### config.mk
export PLATFORM = sky130hd
export DESIGN_NAME = patch_front_end
export DESIGN_NICKNAME = d
export VERILOG_FILES = /design/src/logic/pfe_pkg.sv /design/src/logic/msg_router.sv /design/src/logic/frame_tracker.sv /design/src/logic/coef_writer.sv /design/src/logic/patch_front_end.sv
export SDC_FILE = /design/constraint.sdc
export NUM_CORES = 1
export LEC_CHECK = 0
export BUFFER_PORTS_ARGS = -buffer_cell sky130_fd_sc_hd__buf_2
export CAP_MARGIN = 20
export CELL_PAD_IN_SITES_DETAIL_PLACEMENT = 0
export CELL_PAD_IN_SITES_GLOBAL_PLACEMENT = 1
export CORE_UTILIZATION = 48
export DETAILED_ROUTE_END_ITERATION = 12
export GPL_ROUTABILITY_DRIVEN = 1
export GPL_TIMING_DRIVEN = 0
export PLACE_DENSITY_LB_ADDON = 0.1
export REMOVE_ABC_BUFFERS = 1
export SYNTH_ARGS = -nofsm -noshare
export SYNTH_HDL_FRONTEND = slang
export SYNTH_SLANG_ARGS = --single-unit
### constraint.sdc
create_clock -name bus_clk -period 12.9 [get_ports bus_clk]
set_input_delay 0.645 -clock bus_clk [delete_from_list [all_inputs] [get_ports bus_clk]]
set_output_delay 0.645 -clock bus_clk [all_outputs]
set_load 0.05 [all_outputs]
### src/logic/pfe_pkg.sv
`default_nettype none

package pfe_pkg;

  // host side and dram side widths
  localparam int MSG_W      = 32;
  localparam int APP_DATA_W = 128;  // one dram beat
  localparam int ADDR_W     = 27;

  // pixel tagging
  localparam int PIX_W     = 20;   // top 20 bits of a pixel word, low bits dropped
  localparam int N_ROW_MAX = 2064; // 2k rows plus dark rows top and bottom
  localparam int N_COL_MAX = 2048;
  localparam int ROW_W     = $clog2(N_ROW_MAX);
  localparam int COL_W     = $clog2(N_COL_MAX + 1); // room to see the column run past the max
  localparam int FRAME_W   = 20;

  // coefficient grouping, 8 x 32 bits fill two 128 bit beats
  localparam int WORDS_PER_GROUP = 2 * APP_DATA_W / MSG_W;
  localparam int GRP_CNT_W       = $clog2(WORDS_PER_GROUP);
  localparam logic [ADDR_W-1:0] START_ADDR = '0;
  localparam logic [ADDR_W-1:0] ADDR_INC   = ADDR_W'(8); // one BL8 burst

  // message kind, low two bits of every host word
  localparam logic [1:0] KIND_PIXEL    = 2'd0;
  localparam logic [1:0] KIND_COEF_END = 2'd1; // closes the coefficient stream

  typedef enum logic [1:0] {STANDBY, INTERFRAME, INTRALINE, INTERLINE} trk_state_e;

  typedef enum logic [2:0] {COLLECT, WR_WAIT, WR1, WR2, DONE, ERROR} wr_state_e;

  // the same host word read as a pixel sample or as a coefficient
  typedef union packed {
    struct packed {
      logic [PIX_W-1:0] pix_data;
      logic [5:0]       rsvd_hi;
      logic             fval;     // frame valid
      logic             lval;     // line valid
      logic [1:0]       rsvd_lo;
      logic [1:0]       kind;
    } pix;
    struct packed {
      logic [MSG_W-3:0] payload;
      logic [1:0]       kind;
    } coef;
  } msg_word_u;

endpackage

`default_nettype wire

### src/logic/msg_router.sv
`timescale 1ns/1ps
`default_nettype none

module msg_router import pfe_pkg::*; (
  input  wire logic      bus_clk,
  input  wire logic      fds_val,
  input  wire logic      pc_msg_empty,
  input  wire msg_word_u pc_msg,
  input  wire logic      coef_busy,
  output logic           pc_msg_ack,
  output logic           pix_stb,
  output msg_word_u      pix_word,
  output logic           coef_stb,
  output msg_word_u      coef_word
);

  logic [GRP_CNT_W-1:0] grp_cnt; // words taken so far in the current coef group
  logic                 is_pix;
  logic                 take_pix;
  logic                 take_coef;

  // fwft queue, so the ack itself is the pop
  assign pc_msg_ack = !pc_msg_empty && !coef_busy;

  // a group in progress swallows the next words whatever their kind
  assign is_pix    = (pc_msg.pix.kind == KIND_PIXEL) && (grp_cnt == '0);
  assign take_pix  = pc_msg_ack && is_pix;
  assign take_coef = pc_msg_ack && !is_pix;

  always_ff @(posedge bus_clk or posedge fds_val) begin
    if (fds_val) begin
      grp_cnt  <= '0;
      pix_stb  <= 1'b0;
      coef_stb <= 1'b0;
    end else begin
      pix_stb  <= take_pix;   // one strobe per popped word
      coef_stb <= take_coef;
      if (take_coef) begin
        grp_cnt <= grp_cnt + 1'b1; // wraps after the eighth word
      end
    end
  end

  // payload lines, only meaningful with their strobe
  always_ff @(posedge bus_clk) begin
    if (take_pix) begin
      pix_word <= pc_msg;
    end
    if (take_coef) begin
      coef_word <= pc_msg;
    end
  end

  // an unknown kind on a popped word would throw the group count off
  a_kind_known: assert property (
    @(posedge bus_clk) disable iff (fds_val)
    pc_msg_ack |-> !$isunknown(pc_msg.pix.kind)
  ) else $error("msg_router: popped word with unknown kind");

endmodule

`default_nettype wire

### src/logic/frame_tracker.sv
`timescale 1ns/1ps
`default_nettype none

module frame_tracker import pfe_pkg::*; (
  input  wire logic       bus_clk,
  input  wire logic       fds_val,
  input  wire logic       pix_stb,
  input  wire msg_word_u  pix_word,
  output logic            pix_valid,
  output logic [PIX_W-1:0]   pix_data,
  output logic [ROW_W-1:0]   pix_row,
  output logic [COL_W-1:0]   pix_col,
  output logic [FRAME_W-1:0] pix_frame
);

  trk_state_e         trk_state;
  logic [FRAME_W-1:0] frame_cnt;
  logic [ROW_W-1:0]   row_cnt;
  logic [COL_W-1:0]   col_cnt;   // column of the next pixel in the line

  logic             fval;
  logic             lval;
  logic             emit;      // this word carries a valid pixel
  logic [ROW_W-1:0] emit_row;
  logic [COL_W-1:0] emit_col;

  assign fval = pix_word.pix.fval;
  assign lval = pix_word.pix.lval;

  // any lval-high word outside standby is a pixel
  assign emit = pix_stb && lval && (trk_state != STANDBY);

  // first pixel of a frame sits at row 0, first of a line at column 0
  assign emit_row = (trk_state == INTERFRAME) ? '0 : row_cnt;
  assign emit_col = (trk_state == INTRALINE) ? col_cnt : '0;

  always_ff @(posedge bus_clk or posedge fds_val) begin
    if (fds_val) begin
      trk_state <= STANDBY;
      frame_cnt <= '0;
      row_cnt   <= '0;
      col_cnt   <= '0;
      pix_valid <= 1'b0;
    end else begin
      pix_valid <= emit;
      if (pix_stb) begin
        case (trk_state)
          STANDBY: begin
            // wait for a gap between frames before tracking anything
            if (!fval) begin
              frame_cnt <= '0;
              trk_state <= INTERFRAME;
            end
          end
          INTERFRAME: begin
            if (lval) begin
              row_cnt   <= '0;
              col_cnt   <= COL_W'(1);
              trk_state <= INTRALINE;
            end
          end
          INTRALINE: begin
            if (lval) begin
              col_cnt <= col_cnt + 1'b1;
            end else if (fval) begin
              // line over, frame still open
              row_cnt   <= row_cnt + 1'b1;
              trk_state <= INTERLINE;
            end else begin
              frame_cnt <= frame_cnt + 1'b1; // last line closed the frame
              trk_state <= INTERFRAME;
            end
          end
          INTERLINE: begin
            if (lval) begin
              col_cnt   <= COL_W'(1);
              trk_state <= INTRALINE;
            end
          end
          default: begin
            trk_state <= STANDBY;
          end
        endcase
      end
    end
  end

  // tagged pixel, held until the next one
  always_ff @(posedge bus_clk) begin
    if (emit) begin
      pix_data  <= pix_word.pix.pix_data;
      pix_row   <= emit_row;
      pix_col   <= emit_col;
      pix_frame <= frame_cnt;
    end
  end

  // line longer than the sensor means fval/lval were lost upstream
  a_col_range: assert property (
    @(posedge bus_clk) disable iff (fds_val)
    pix_valid |-> (pix_col < COL_W'(N_COL_MAX))
  ) else $error("frame_tracker: column %0d out of range", pix_col);

endmodule

`default_nettype wire

### src/logic/coef_writer.sv
`timescale 1ns/1ps
`default_nettype none

module coef_writer import pfe_pkg::*; (
  input  wire logic       bus_clk,
  input  wire logic       fds_val,
  input  wire logic       coef_stb,
  input  wire msg_word_u  coef_word,
  input  wire logic       app_rdy,
  input  wire logic       app_wdf_rdy,
  output logic            coef_busy,
  output logic            app_en,
  output logic [ADDR_W-1:0]     app_addr,
  output logic            app_wdf_wren,
  output logic            app_wdf_end,
  output logic [APP_DATA_W-1:0] app_wdf_data,
  output logic            coef_done,
  output logic            error
);

  wr_state_e              wr_state;
  logic [GRP_CNT_W-1:0]   wr_off;     // word slot, wraps on its own after 8
  logic [2*APP_DATA_W-1:0] grp_data;  // word 0 in the lsbs
  logic [1:0]             last_kind;  // kind of the word that closed the group

  logic collecting;
  logic grp_last;
  logic in_burst;

  assign collecting = (wr_state == COLLECT);
  assign grp_last   = collecting && coef_stb &&
                      (wr_off == GRP_CNT_W'(WORDS_PER_GROUP - 1));
  assign in_burst   = (wr_state == WR_WAIT) || (wr_state == WR1) || (wr_state == WR2);

  // also high while the eighth word lands, so the router stops popping
  // before the burst state is even entered
  assign coef_busy = in_burst || grp_last;

  assign coef_done = (wr_state == DONE);
  assign error     = (wr_state == ERROR); // sticky, only reset leaves it

  always_ff @(posedge bus_clk or posedge fds_val) begin
    if (fds_val) begin
      wr_state     <= COLLECT;
      wr_off       <= '0;
      app_en       <= 1'b0;
      app_addr     <= START_ADDR;
      app_wdf_wren <= 1'b0;
      app_wdf_end  <= 1'b0;
    end else begin
      case (wr_state)
        COLLECT: begin
          if (coef_stb) begin
            wr_off <= wr_off + 1'b1;
            if (grp_last) begin
              app_en   <= 1'b1;  // request the write command
              wr_state <= WR_WAIT;
            end
          end
        end
        WR_WAIT: begin
          // command and write fifo must both be ready
          if (app_rdy && app_wdf_rdy) begin
            app_en       <= 1'b0;
            app_addr     <= app_addr + ADDR_INC; // next group's slot
            app_wdf_wren <= 1'b1;
            app_wdf_end  <= 1'b0;
            wr_state     <= WR1;
          end
        end
        WR1: begin
          // beat one held until the write fifo takes it
          if (app_wdf_rdy) begin
            app_wdf_end <= 1'b1;
            wr_state    <= WR2;
          end
        end
        WR2: begin
          app_wdf_wren <= 1'b0;
          app_wdf_end  <= 1'b0;
          if (!app_wdf_rdy) begin
            wr_state <= ERROR;  // beat two lost
          end else if (last_kind == KIND_COEF_END) begin
            wr_state <= DONE;
          end else begin
            wr_state <= COLLECT;
          end
        end
        DONE, ERROR: begin
          // later coefficient words are dropped here
        end
        default: begin
          wr_state <= ERROR;
        end
      endcase
    end
  end

  // group register and beat data
  always_ff @(posedge bus_clk) begin
    if (collecting && coef_stb) begin
      grp_data[wr_off*MSG_W +: MSG_W] <= coef_word;
      last_kind <= coef_word.coef.kind;
    end
    if (wr_state == WR_WAIT && app_rdy && app_wdf_rdy) begin
      app_wdf_data <= grp_data[0 +: APP_DATA_W];           // words 0 to 3
    end else if (wr_state == WR1 && app_wdf_rdy) begin
      app_wdf_data <= grp_data[APP_DATA_W +: APP_DATA_W];  // words 4 to 7
    end
  end

  // busy must hold the router off one cycle ahead of any new strobe
  a_no_stb_when_busy: assert property (
    @(posedge bus_clk) disable iff (fds_val)
    coef_busy |=> !coef_stb
  ) else $error("coef_writer: coefficient word arrived during a burst");

  // burst steps on the dram ready levels, an x there would wedge the fsm
  a_rdy_known: assert property (
    @(posedge bus_clk) disable iff (fds_val)
    in_burst |-> !$isunknown({app_rdy, app_wdf_rdy})
  ) else $error("coef_writer: dram ready level unknown during a burst");

endmodule

`default_nettype wire

### src/logic/patch_front_end.sv
`timescale 1ns/1ps
`default_nettype none

module patch_front_end import pfe_pkg::*; (
  input  wire logic       bus_clk,
  input  wire logic       fds_val,
  // host message queue, fwft
  input  wire logic       pc_msg_empty,
  input  wire msg_word_u  pc_msg,
  output logic            pc_msg_ack,
  // dram write port
  input  wire logic       app_rdy,
  input  wire logic       app_wdf_rdy,
  output logic            app_en,
  output logic [ADDR_W-1:0]     app_addr,
  output logic            app_wdf_wren,
  output logic            app_wdf_end,
  output logic [APP_DATA_W-1:0] app_wdf_data,
  // tagged pixels
  output logic            pix_valid,
  output logic [PIX_W-1:0]   pix_data,
  output logic [ROW_W-1:0]   pix_row,
  output logic [COL_W-1:0]   pix_col,
  output logic [FRAME_W-1:0] pix_frame,
  // status
  output logic            coef_done,
  output logic            error
);

  logic      pix_stb;
  msg_word_u pix_word;
  logic      coef_stb;
  msg_word_u coef_word;
  logic      coef_busy;  // writer back-pressure on the pop

  msg_router u_msg_router (
    .bus_clk, .fds_val, .pc_msg_empty, .pc_msg, .coef_busy,
    .pc_msg_ack, .pix_stb, .pix_word, .coef_stb, .coef_word
  );

  frame_tracker u_frame_tracker (
    .bus_clk, .fds_val, .pix_stb, .pix_word,
    .pix_valid, .pix_data, .pix_row, .pix_col, .pix_frame
  );

  coef_writer u_coef_writer (
    .bus_clk, .fds_val, .coef_stb, .coef_word, .app_rdy, .app_wdf_rdy,
    .coef_busy, .app_en, .app_addr, .app_wdf_wren, .app_wdf_end,
    .app_wdf_data, .coef_done, .error
  );

endmodule

`default_nettype wire

==> reports/qor.yml <==
insertion_delay_ns: 0.61
synth_top_family_by_area: "simple AND/OR/NAND/NOR gates"
hold_viol: 0
r2r_cells: 7
synthAdderAreaFrac_pct: 0.601
reg2reg_to: "u_coef_writer.grp_data[130]"
io_pins: 263
drt-initial-drc-count: 848
reg2reg_slack_ns: 8.81
fin_util_pct: 58.2
wl_um: 52300
fill_cells: 3928
end_kind: "flip-flop"
synth_xor_area_share_pct: 1.91
hold_path.class: "input pin to async pin"
status: "finished with violations"
worst_pin_slew_ns: 0.985
fmax_mhz: 245
grtUsageTotal_pct: 21.9
design_area_um2: 27300
routedWlPerCell_um: 19.6
fin_skew_ns: 0.0124
finalSetupViolations: 0
p_leak_uw: 0.0101
synth_area_um2: 22900
start_util_pct: 48.9
cts.path.max_buffers: 3
synthDistinctLibCells: 59
drv_slew: 0
ir_drop_mv: 0.110
placed_area_um2: 25500
synthSimpleGateAreaFrac_pct: 18.1
cts-root-buf: "clkbuf_16"
failed_checks: "design-rule violations"
critPathLaunchType: "flip-flop"
dieArea_um2: 48600
synth_mux_area_share_pct: 0.142
drtAntennaViolNets: 0
drtPass1Iterations: 9
clk_pin_slew_ns: 0.06
power.density_nw_per_um2: 138
syn-instance-count: 1722
mostFrequentLayoutCell: "edfxtp_1"
antenna_found_initial: 2
num_rows: 79
synth_edf_count: 504
final_nets: 2055
synth_top_area_share_pct: 66.1
reg2reg_from: "u_coef_writer.wr_off[0]"
die_h_um: 220
crit_start: "u_coef_writer.wr_off[0]"
grt_pass1_wl_um: 78700
rsz0062_at_grt: "no"
crit_required_ns: 13.38
grt_pass1_vias: 13400
clock-sinks: 589
hold_buffers: 0
yosysSeqAreaShare_pct: 75.3
final_cell_mix: "edfxtp_1, nand2_1, buf_2"
synth-main-ff-cell: "edfxtp_1"
via_per_inst: 5.09
async_flop_share_pct: 14.4
cts_resized: 0
overflow: 0
die-width_um: 220
maxCapViolations: 0
cp.arrival_ns: 4.56
yosys_warnings: 0
core_area_um2: 46900
htree_levels: 2
gp_congestion: 0.781
synth_seq_cells: 589
cts_buffers: 59
grt_max_degree: 66
synth-compound-area-share_pct: 2.03
num_vias: 13600
layout-drive-gt1-share_pct: 19.8
critPathMaxFanout: 19
min_period_ns: 4.09
syn_avg_cell_area_um2: 13.3
relSlewSlack_pct: 34.0
route.detailed.drc: 32
hpwl_um: 34700
synth_area_leaders: "edfxtp_1, dfrtp_1, nand2_1"
synth_top_cell_by_area: "edfxtp_1"
cts_tree: "yes"
crit_type: "flip-flop to flip-flop"
postCtsSetupRepairBufs: 0
io_buffers: 259
area_delta_synth_final_pct: 19.0
finalCritPeriodShare_pct: 31.7
stage by stage:
stage / total power, uW / setup TNS, ns / setup slack (ns) / hold WS, ns / cells
finish: 3780 / 0 / 8.81 / 0.0633 / 2665
global route: 3890 / 0 / 8.57 / 0.0943 / 2664
CTS: 3820 / 0 / 8.80 / 0.0520 / 2663
detailed placement: 2210 / 0 / 8.83 / 0.405 / 2553
global placement: 2210 / -391.08 / -3.08 / 0.401 / 2509
floorplan: 2170 / 0 / 1.98 / 0.400 / 1643
where the power goes:
part           internal (uW)  leakage [uW]  total [uW]  switching, uW
registers               2070       0.00531        2100           27.8
logic                   27.0       0.00392        74.0           47.0
clock network            903      0.000871        1600            700
total                   3000        0.0101        3780            774
final cells by class:
cell class                 count  area [um2]  share of cell area, %
antenna                        2        5.00                 0.0184
clock buffer                  82        1600                   5.88
inverter                      18        72.6                  0.266
multi-input combinational   1036        5350                   19.6
clock inverter                28         184                  0.675
timing repair buffer         303        2020                   7.43
tap                          607         759                   2.79
sequential                   589       17300                   63.3
logic make-up (layout without fill, tap and decap cells):
logic type | Yosys count | count (layout)
AOI/OAI and AO/OA | 71 | 71
xor gates and xnor gates | 50 | 50
adders and majority gates | 11 | 11
buffers and inverters | 99 | 431
DFF | 589 | 589
muxes | 3 | 3
other | 1 | 5
and+or+nand+nor | 898 | 898
registers in the layout, indices dropped and copies added, names as in the netlist:
| signal | cells |
|---|---|
| u_frame_tracker.pix_col | 12 |
| u_frame_tracker.pix_data | 20 |
| u_coef_writer.app_en | 1 |
| u_frame_tracker.pix_row | 12 |
| u_frame_tracker.frame_cnt | 20 |
| u_coef_writer.app_addr | 24 |
| u_msg_router.coef_word | 32 |
| u_coef_writer.app_wdf_data | 128 |
| u_coef_writer.last_kind | 2 |
| u_frame_tracker.row_cnt | 12 |
| u_msg_router.pix_word | 22 |
| u_frame_tracker.col_cnt | 12 |
| u_frame_tracker.trk_state | 2 |
| u_coef_writer.app_wdf_wren | 1 |
| u_frame_tracker.pix_frame | 20 |
| u_coef_writer.wr_off | 3 |
| u_msg_router.coef_stb | 1 |
| u_coef_writer.app_wdf_end | 1 |
| u_msg_router.pix_stb | 1 |
| u_msg_router.grp_cnt | 3 |
| u_coef_writer.grp_data | 256 |
| u_coef_writer.wr_state | 3 |
| u_frame_tracker.pix_valid | 1 |
worst max path at each step:
stage                                          end  slack (ns)  cells after the start
finish                 u_coef_writer.grp_data[130]        8.81                      7
global route           u_coef_writer.grp_data[152]        8.57                      7
CTS                     u_coef_writer.grp_data[19]        8.80                      7
detailed placement       u_coef_writer.grp_data[6]        8.83                      7
global placement    u_coef_writer.app_wdf_data[77]       -3.08                      3
floorplan            u_coef_writer.app_wdf_data[0]        1.98                      2
worst max-delay path, stage by stage (launching register included):
cell and delay [ns]:
dfrtp_1 0.85, inv_1 0.22, ha_1 0.29, ha_1 0.48, nand3b_1 0.68, nor3_4 1.01, buf_8 0.26, and2_1 0.15
cells in the mapped netlist (all sizes together) (2+ instances only):
cell / count
a2111oi: 3
a211o: 2
a211oi: 4
a21boi: 3
a21oi: 24
a31oi: 2
a41o: 3
and2: 155
and3: 12
and4: 5
buf: 35
clkbuf: 46
dfrtp: 85
edfxtp: 504
ha: 11
inv: 17
mux2: 2
nand2: 456
nand2b: 6
nand3: 24
nand3b: 4
nand4: 25
nand4b: 2
nor2: 165
nor2b: 7
nor3: 13
nor3b: 2
nor4: 5
o211ai: 2
o21ai: 15
o31ai: 7
or2: 3
or3: 6
or4: 6
xnor2: 33
xor2: 17
layer usage:
| layer | vias to the layer above | track usage, % | routed length [um] |
|---|---|---|---|
| met5 | - | 0 | 0 |
| met4 | 0 | 5.95 | 1020 |
| met3 | 66 | 4.92 | 2870 |
| met2 | 283 | 37.2 | 26400 |
| met1 | 6692 | 28.4 | 22000 |
| li1 | 6529 | - | - |
(Power assumes the default switching activity.)
